File: config.mk
export PLATFORM = sky130hd
export DESIGN_NAME = video_out_top
export DESIGN_NICKNAME = d
export VERILOG_FILES = /design/src/video_out_pkg.sv /design/src/video_timing_gen.sv /design/src/pixel_fetch.sv /design/src/rgb_to_ycbcr.sv /design/src/ycbcr422_packer.sv /design/src/video_out_top.sv
export SDC_FILE = /design/constraint.sdc
export NUM_CORES = 1
export LEC_CHECK = 0
export ABC_AREA = 1
export BUFFER_PORTS_ARGS = -buffer_cell sky130_fd_sc_hd__clkbuf_2
export CORE_MARGIN = 8
export CORE_UTILIZATION = 65
export CTS_CLUSTER_DIAMETER = 50
export CTS_CLUSTER_SIZE = 30
export DETAILED_ROUTE_END_ITERATION = 10
export PLACE_DENSITY = 0.85
export SYNTH_ARGS = -nofsm -noshare
export SYNTH_HDL_FRONTEND = slang
export SYNTH_SLANG_ARGS = --single-unit
File: constraint.sdc
create_clock -name video_clk_148 -period 11.35 [get_ports video_clk_148]
set_clock_uncertainty 0.1 [all_clocks]
set_input_delay 1.7025 -clock video_clk_148 [delete_from_list [all_inputs] [get_ports video_clk_148]]
set_output_delay 1.7025 -clock video_clk_148 [all_outputs]
set_load 0.02 [all_outputs]
File: src/video_out_pkg.sv
// Shared types and constants for the video output path
// The raster is a reduced test raster, not a standard video timing
// Colour coefficients are BT.601 studio range, scaled by 256
package video_out_pkg;

  typedef logic [7:0]         chan_t;
  typedef logic [15:0]        txd_t;
  typedef logic [5:0]         hcount_t;
  typedef logic [3:0]         vcount_t;
  typedef logic signed [8:0]  coef_t;
  typedef logic signed [17:0] prod_t;

  // r in the top byte
  typedef struct packed {
    chan_t r;
    chan_t g;
    chan_t b;
  } rgb_pix_t;

  typedef struct packed {
    chan_t y;
    chan_t cb;
    chan_t cr;
  } ycbcr_pix_t;

  // All active high
  typedef struct packed {
    logic vsync;
    logic hsync;
    logic de;
  } video_sync_t;

  typedef struct packed {
    video_sync_t sync;
    txd_t        txd;
  } hdmi_out_t;

  //////////////////////////////////////////////////
  // Raster, active video first in each line and frame
  //////////////////////////////////////////////////
  localparam hcount_t H_ACTIVE     = 6'd32;
  localparam hcount_t H_FRONT      = 6'd4;
  localparam hcount_t H_SYNC       = 6'd4;
  localparam hcount_t H_BACK       = 6'd8;
  localparam hcount_t H_TOTAL      = H_ACTIVE + H_FRONT + H_SYNC + H_BACK;
  localparam hcount_t H_SYNC_START = H_ACTIVE + H_FRONT;
  localparam hcount_t H_SYNC_END   = H_SYNC_START + H_SYNC;

  localparam vcount_t V_ACTIVE     = 4'd4;
  localparam vcount_t V_FRONT      = 4'd1;
  localparam vcount_t V_SYNC       = 4'd1;
  localparam vcount_t V_BACK       = 4'd2;
  localparam vcount_t V_TOTAL      = V_ACTIVE + V_FRONT + V_SYNC + V_BACK;
  localparam vcount_t V_SYNC_START = V_ACTIVE + V_FRONT;
  localparam vcount_t V_SYNC_END   = V_SYNC_START + V_SYNC;

  // 384 cycles per frame
  localparam int FRAME_CYCLES = int'(H_TOTAL) * int'(V_TOTAL);

  //////////////////////////////////////////////////
  // BT.601 conversion
  //////////////////////////////////////////////////
  localparam coef_t Y_R  = 9'sd66;
  localparam coef_t Y_G  = 9'sd129;
  localparam coef_t Y_B  = 9'sd25;
  localparam coef_t CB_R = -9'sd38;
  localparam coef_t CB_G = -9'sd74;
  localparam coef_t CB_B = 9'sd112;
  localparam coef_t CR_R = 9'sd112;
  localparam coef_t CR_G = -9'sd94;
  localparam coef_t CR_B = -9'sd18;

  localparam prod_t ROUND    = 18'sd128;
  localparam int    SHIFT    = 8;
  localparam prod_t Y_OFFSET = 18'sd16;
  localparam prod_t C_OFFSET = 18'sd128;

  // Converts to Y 16, Cb 128, Cr 128
  localparam rgb_pix_t BLACK_PIX = '0;

endpackage

File: src/video_timing_gen.sv
// Raster timing for the reduced test raster in video_out_pkg
// Syncs and display enable are decoded combinationally from the counters
// Counters sit on the last raster position during reset, so the first
// cycle after reset release is still blank and the next one is h 0, v 0
`timescale 1ns/1ps

module video_timing_gen (
  input  logic                       video_clk_148,
  input  logic                       video_reset_148,
  output video_out_pkg::video_sync_t o_sync
);

  import video_out_pkg::*;

  hcount_t hcount;
  vcount_t vcount;
  logic    h_last;
  logic    v_last;

  assign h_last = (hcount == H_TOTAL - 6'd1);
  assign v_last = (vcount == V_TOTAL - 4'd1);

  //////////////////////////////////////////////////
  // Pixel and line counters
  //////////////////////////////////////////////////
  always_ff @(posedge video_clk_148)
  begin
    if (video_reset_148)
    begin
      // Park in back porch so de stays low out of reset
      hcount <= H_TOTAL - 6'd1;
      vcount <= V_TOTAL - 4'd1;
    end
    else if (h_last)
    begin
      hcount <= '0;
      if (v_last)
      begin
        vcount <= '0;
      end
      else
      begin
        vcount <= vcount + 4'd1;
      end
    end
    else
    begin
      hcount <= hcount + 6'd1;
    end
  end

  //////////////////////////////////////////////////
  // Sync decode
  //////////////////////////////////////////////////

  // Active area is the top left corner of the raster
  assign o_sync.de = (hcount < H_ACTIVE) && (vcount < V_ACTIVE);

  // Line sync after front porch
  assign o_sync.hsync = (hcount >= H_SYNC_START) && (hcount < H_SYNC_END);

  // Frame sync covers whole lines
  assign o_sync.vsync = (vcount >= V_SYNC_START) && (vcount < V_SYNC_END);

endmodule

File: src/pixel_fetch.sv
// Pulls one RGB pixel per display-enable cycle from a ready/valid stream
// Ready follows display enable; the stream is never allowed to stall video
// A missing pixel is replaced by black and reported on o_underflow
`timescale 1ns/1ps

module pixel_fetch (
  input  logic                       video_clk_148,
  input  logic                       video_reset_148,
  input  video_out_pkg::video_sync_t i_sync,
  input  video_out_pkg::rgb_pix_t    i_pix_data,
  input  logic                       i_pix_valid,
  output logic                       o_pix_ready,
  output video_out_pkg::rgb_pix_t    o_pix,
  output video_out_pkg::video_sync_t o_sync,
  output logic                       o_underflow
);

  import video_out_pkg::*;

  logic take_pix;

  // Accept only inside the active window
  assign o_pix_ready = i_sync.de;
  assign take_pix    = i_sync.de && i_pix_valid;

  // Syncs and underflow flag
  always_ff @(posedge video_clk_148)
  begin
    if (video_reset_148)
    begin
      o_sync      <= '0;
      o_underflow <= 1'b0;
    end
    else
    begin
      o_sync      <= i_sync;
      // One pulse per missed active cycle
      o_underflow <= i_sync.de && !i_pix_valid;
    end
  end

  // Pixel register, black in blanking and on a miss
  always_ff @(posedge video_clk_148)
  begin
    if (take_pix)
    begin
      o_pix <= i_pix_data;
    end
    else
    begin
      o_pix <= BLACK_PIX;
    end
  end

endmodule

File: src/rgb_to_ycbcr.sv
// Three-stage BT.601 RGB to YCbCr conversion, 8 bits per channel
// Stage one multiplies, stage two sums with rounding, stage three scales,
// adds the offsets and clips to 0..255
// Syncs are delayed by three cycles to stay aligned with the data
`timescale 1ns/1ps

module rgb_to_ycbcr (
  input  logic                       video_clk_148,
  input  logic                       video_reset_148,
  input  video_out_pkg::rgb_pix_t    i_pix,
  input  video_out_pkg::video_sync_t i_sync,
  output video_out_pkg::ycbcr_pix_t  o_pix,
  output video_out_pkg::video_sync_t o_sync
);

  import video_out_pkg::*;

  // Products indexed 2 r, 1 g, 0 b
  prod_t [2:0]       y_prod;
  prod_t [2:0]       cb_prod;
  prod_t [2:0]       cr_prod;
  prod_t             y_sum;
  prod_t             cb_sum;
  prod_t             cr_sum;
  video_sync_t [2:0] sync_pipe;

  // Unsigned channel times signed coefficient
  function automatic prod_t mult(chan_t c, coef_t k);
    return prod_t'($signed({1'b0, c})) * prod_t'(k);
  endfunction

  // Arithmetic shift keeps negative chroma sums correct
  function automatic chan_t scale_clip(prod_t sum, prod_t offset);
    prod_t v;
    v = (sum >>> SHIFT) + offset;
    if (v < prod_t'(0))
      return 8'd0;
    if (v > prod_t'(255))
      return 8'd255;
    return chan_t'(v);
  endfunction

  //////////////////////////////////////////////////
  // Datapath
  //////////////////////////////////////////////////
  always_ff @(posedge video_clk_148)
  begin
    // Stage one
    y_prod[2]  <= mult(i_pix.r, Y_R);
    y_prod[1]  <= mult(i_pix.g, Y_G);
    y_prod[0]  <= mult(i_pix.b, Y_B);
    cb_prod[2] <= mult(i_pix.r, CB_R);
    cb_prod[1] <= mult(i_pix.g, CB_G);
    cb_prod[0] <= mult(i_pix.b, CB_B);
    cr_prod[2] <= mult(i_pix.r, CR_R);
    cr_prod[1] <= mult(i_pix.g, CR_G);
    cr_prod[0] <= mult(i_pix.b, CR_B);

    // Stage two
    y_sum  <= y_prod[2] + y_prod[1] + y_prod[0] + ROUND;
    cb_sum <= cb_prod[2] + cb_prod[1] + cb_prod[0] + ROUND;
    cr_sum <= cr_prod[2] + cr_prod[1] + cr_prod[0] + ROUND;

    // Stage three
    o_pix.y  <= scale_clip(y_sum, Y_OFFSET);
    o_pix.cb <= scale_clip(cb_sum, C_OFFSET);
    o_pix.cr <= scale_clip(cr_sum, C_OFFSET);
  end

  // Sync delay, one entry per datapath stage
  always_ff @(posedge video_clk_148)
  begin
    if (video_reset_148)
    begin
      sync_pipe <= '0;
    end
    else
    begin
      sync_pipe <= {sync_pipe[1:0], i_sync};
    end
  end

  assign o_sync = sync_pipe[2];

endmodule

File: src/ycbcr422_packer.sv
// Packs 4:4:4 YCbCr into 4:2:2 on a 16-bit bus, chroma in the high byte
// Each line starts with Cb; chroma of the skipped phase is dropped,
// no horizontal filtering
`timescale 1ns/1ps

module ycbcr422_packer (
  input  logic                       video_clk_148,
  input  logic                       video_reset_148,
  input  video_out_pkg::ycbcr_pix_t  i_pix,
  input  video_out_pkg::video_sync_t i_sync,
  output video_out_pkg::hdmi_out_t   o_hdmi
);

  import video_out_pkg::*;

  // Low sends Cb, high sends Cr
  logic chroma_odd;

  //////////////////////////////////////////////////
  // Chroma phase
  //////////////////////////////////////////////////
  always_ff @(posedge video_clk_148)
  begin
    if (video_reset_148)
    begin
      chroma_odd <= 1'b0;
    end
    else if (i_sync.de)
    begin
      chroma_odd <= ~chroma_odd;
    end
    else
    begin
      // Blanking realigns the next line to Cb
      chroma_odd <= 1'b0;
    end
  end

  //////////////////////////////////////////////////
  // Output register
  //////////////////////////////////////////////////
  always_ff @(posedge video_clk_148)
  begin
    if (video_reset_148)
    begin
      o_hdmi <= '0;
    end
    else
    begin
      o_hdmi.sync <= i_sync;
      if (!i_sync.de)
      begin
        o_hdmi.txd <= '0;
      end
      else if (chroma_odd)
      begin
        o_hdmi.txd <= {i_pix.cr, i_pix.y};
      end
      else
      begin
        o_hdmi.txd <= {i_pix.cb, i_pix.y};
      end
    end
  end

endmodule

File: src/video_out_top.sv
// Video output path: timing, pixel fetch, colour conversion, 4:2:2 packing
// Reset must already be synchronous to video_clk_148
// Pixel to o_hdmi latency is 5 cycles; the stream cannot stall the display
`timescale 1ns/1ps

module video_out_top (
  input  logic                     video_clk_148,
  input  logic                     video_reset_148,
  input  video_out_pkg::rgb_pix_t  i_pix_data,
  input  logic                     i_pix_valid,
  output logic                     o_pix_ready,
  output video_out_pkg::hdmi_out_t o_hdmi,
  output logic                     o_underflow
);

  import video_out_pkg::*;

  video_sync_t timing_sync;
  rgb_pix_t    fetch_pix;
  video_sync_t fetch_sync;
  ycbcr_pix_t  ycc_pix;
  video_sync_t ycc_sync;

  //////////////////////////////////////////////////
  // Raster and stream side
  //////////////////////////////////////////////////
  video_timing_gen u_video_timing_gen (
    .video_clk_148   (video_clk_148),
    .video_reset_148 (video_reset_148),
    .o_sync          (timing_sync)
  );

  pixel_fetch u_pixel_fetch (
    .video_clk_148   (video_clk_148),
    .video_reset_148 (video_reset_148),
    .i_sync          (timing_sync),
    .i_pix_data      (i_pix_data),
    .i_pix_valid     (i_pix_valid),
    .o_pix_ready     (o_pix_ready),
    .o_pix           (fetch_pix),
    .o_sync          (fetch_sync),
    .o_underflow     (o_underflow)
  );

  //////////////////////////////////////////////////
  // Colour path
  //////////////////////////////////////////////////
  rgb_to_ycbcr u_rgb_to_ycbcr (
    .video_clk_148   (video_clk_148),
    .video_reset_148 (video_reset_148),
    .i_pix           (fetch_pix),
    .i_sync          (fetch_sync),
    .o_pix           (ycc_pix),
    .o_sync          (ycc_sync)
  );

  ycbcr422_packer u_ycbcr422_packer (
    .video_clk_148   (video_clk_148),
    .video_reset_148 (video_reset_148),
    .i_pix           (ycc_pix),
    .i_sync          (ycc_sync),
    .o_hdmi          (o_hdmi)
  );

endmodule

==> impl_metrics.tcl <==
set metrics [dict create \
    numCtsBuffers 24 \
    cp_cell_sequence "inv_1 -> ha_1 -> fa_1 -> inv_1 -> fa_1 -> inv_1 -> fa_1 -> inv_1 -> ha_1 -> a21oi_1 -> nor2_1 -> o21ai_0 -> nand3_1 -> nand2_1 -> nand2_1" \
    synth_edf_count 0 \
    synthArstFlopShare_pct 0 \
    yosys_warnings 0 \
    ys_ff_latch 236 \
    max_slew_margin_pct 57.26 \
    postCtsHoldBufs 0 \
    power_w 0.002914 \
    grt_pass1_wl_mm 58.38 \
    diodes 0 \
    ir_drop_uv 137.1 \
    port_buffers 47 \
    avgSynthCellArea_um2 8.541 \
    criticalPathCategory "reg2reg" \
    required_ns 11.68 \
    place_inst 2217 \
    htreeDepth 1 \
    grt_max_degree 25 \
    die_h_um 172.1 \
    leakage_nw 9.824 \
    placed_area_um2 16420 \
    routed_wl_mm 34.94 \
    regArea_um2 4725 \
    crit_buf_inv 4 \
    synth_nets 2270 \
    netlist_area_um2 15840 \
    slowest_delay_ns 0.58 \
    slowest_stage "dfxtp_1" \
    hold_viol 0 \
    most-common-layout-cells "inv_1 (378), nand2_1 (346), ha_1 (291)" \
    dr.pass1.iters 5 \
    cts_resized 0 \
    synth.area.top_cells "dfxtp_1 (30%), ha_1 (23%), fa_1 (12%), inv_1 (9.0%), nand2_1 (8.2%)" \
    power_per_cell_area_nw_per_um2 169.0 \
    drt_iter0_drc 783 \
    grt_pass1_vias 12261 \
    cts.path.max_buffers 3 \
    die_area_um2 29610 \
    min_path_type "reg2reg" \
    slew_violations 0 \
    synth_flop_cell "dfxtp_1" \
    yosys.area.top_type_share_pct 29.84 \
    final_antenna_net_count 0 \
    fin_area_um2 17240 \
    worstSetupEndpointType "register" \
    fin_util_pct 71.54 \
    fin_tns_setup_ns 0 \
    fmax_ghz 0.2474 \
    period_needed_ns 4.041 \
    antenna_found_initial 0 \
    final_common_cell "inv_1" \
    dpl.hpwl_mm 28.86 \
    cts_root_buf "clkbuf_16" \
    cp_max_fo 10 \
    tightestPinTransition_ns 0.6410 \
    clkSinkCount 236 \
    cts_tree "done" \
    status "completed" \
    rows 57 \
    multi_input_area_um2 9628 \
    drive_gt1_share_pct 5.992 \
    gr-usage-all-layers_pct 24.57 \
    core_area_um2 24110 \
    grt_overflow 0 \
    vias 11995 \
    wl_per_cell_um 15.46 \
    viasPerCell 5.308 \
    cp_top_family "adder cells" \
    num-nets-final 2335 \
    worst_setup_path_start_kind "register" \
    start_util_pct 65.69 \
    ys_seq_area_share_pct 29.84 \
    clkTransAtPathRegs_ns 0.07 \
    cpMostUsedCell "inv_1" \
    die_x_um 172.1 \
    postSynthCellCount 1854 \
    rsz0062_at_grt "no" \
    synth_area_leader_cell "dfxtp_1" \
    clk_latency_ns 0.53 \
    fill_cells 1805 \
    cts_setup_buffers 0 \
    drv_cap 0 \
    areaGrowthSynthToFinish_pct 8.897 \
    io_pins 48 \
    gp_congestion 0.9524 \
    drc 0 \
    fin_cells 2260 \
    timing.final.crit_share_pct 35.61 \
    setup_viol 0 \
    ys_types 34 \
    arrival_ns 4.37 \
]
## state kept, by name (all words and copies together) (netlist names), 3 cells and up
signal                     flops
u_video_timing_gen.vcount      4
u_ycbcr422_packer.o_hdmi      19
u_rgb_to_ycbcr.cb_prod        40
u_rgb_to_ycbcr.cb_sum         10
u_rgb_to_ycbcr.o_pix          24
u_rgb_to_ycbcr.sync_pipe       6
u_pixel_fetch.o_sync           3
u_rgb_to_ycbcr.o_sync          3
u_rgb_to_ycbcr.y_sum          10
u_pixel_fetch.o_pix           24
u_rgb_to_ycbcr.cr_prod        39
u_rgb_to_ycbcr.y_prod         36
u_video_timing_gen.hcount      6
u_rgb_to_ycbcr.cr_sum         10
## path summary, 6_finish.rpt
| path | start | end | slack, ns | cells past startpoint |
|---|---|---|---|---|
| setup / recovery | u_pixel_fetch.o_pix[12] | u_rgb_to_ycbcr.cb_prod[33] | 7.31 | 15 |
| hold / removal | u_rgb_to_ycbcr.sync_pipe[5] | u_rgb_to_ycbcr.o_sync[2] | 0.31 | 2 |
| setup reg to reg | u_pixel_fetch.o_pix[12] | u_rgb_to_ycbcr.cb_prod[33] | 7.31 | 15 |
| hold reg to reg | u_rgb_to_ycbcr.sync_pipe[5] | u_rgb_to_ycbcr.o_sync[2] | 0.31 | 2 |
## synthesized netlist by cell type, types with 3 or more instances
cell and number:
o211ai_1 6, xnor2_1 10, fa_1 98, nor3_1 13, dfxtp_1 236, o21bai_1 8
nor3_2 3, nor2_1 118, a21oi_1 103, buf_6 3, o21ai_0 37, a31oi_1 7
nand2_2 4, ha_1 291, o21ai_2 5, xor2_1 49, nand2_1 346, inv_1 378
a21o_1 6, a21oi_2 6, nand4_1 22, buf_2 3, nand3_1 85
## metal layers
| layer | wire length (um) | up-vias | track usage, % |
|---|---|---|---|
| li1 | - | 5976 | - |
| met5 | 0 | - | 0 |
| met2 | 16140 | 360 | 42.09 |
| met1 | 15440 | 5576 | 31.24 |
| met3 | 1928 | 83 | 2.991 |
| met4 | 1432 | 0 | 9.670 |
## kinds of logic after synthesis
group	count (synthesis)	synth area share (%)
and+or+nand+nor	599	15.68
adders and majority gates	389	35.38
buffers and inverters	388	9.363
DFF	236	29.84
AOI/OAI and AO/OA	183	6.471
xor gates and xnor gates	59	3.263
## tightest hold or removal path: stages, from the launching register on
cell and delay [ns]:
dfxtp_1 0.30, inv_1 0.04, nor2_1 0.03
## through the flow
| step | setup WS (ns) | hold WS (ns) |
|---|---|---|
| global placement | 7.463 | 0.2906 |
| CTS | 7.356 | 0.3066 |
| floorplan | 7.676 | 0.2861 |
| global route | 7.067 | 0.3335 |
| finish | 7.309 | 0.3073 |
| detailed placement | 7.393 | 0.2971 |
## cell type report
| class | instances | share of cell area (%) |
|---|---|---|
| Timing Repair Buffer | 47 | 1.364 |
| Multi-Input combinational cell | 1230 | 55.83 |
| Sequential cell | 236 | 27.40 |
| Clock buffer | 27 | 3.722 |
| Inverter | 380 | 8.272 |
| Clock inverter | 16 | 1.059 |
| Tap cell | 324 | 2.351 |
## report_power, final
| part | switching, W | leakage, nW | internal, W |
|---|---|---|---|
| Clock | 0.000359 | 0.401 | 0.000446 |
| Sequential | 0.0000972 | 1.92 | 0.000989 |
| Combinational | 0.000639 | 7.50 | 0.000384 |
| Total | 0.00110 | 9.82 | 0.00182 |
No activity file was read; power rests on OpenSTA's default activity.
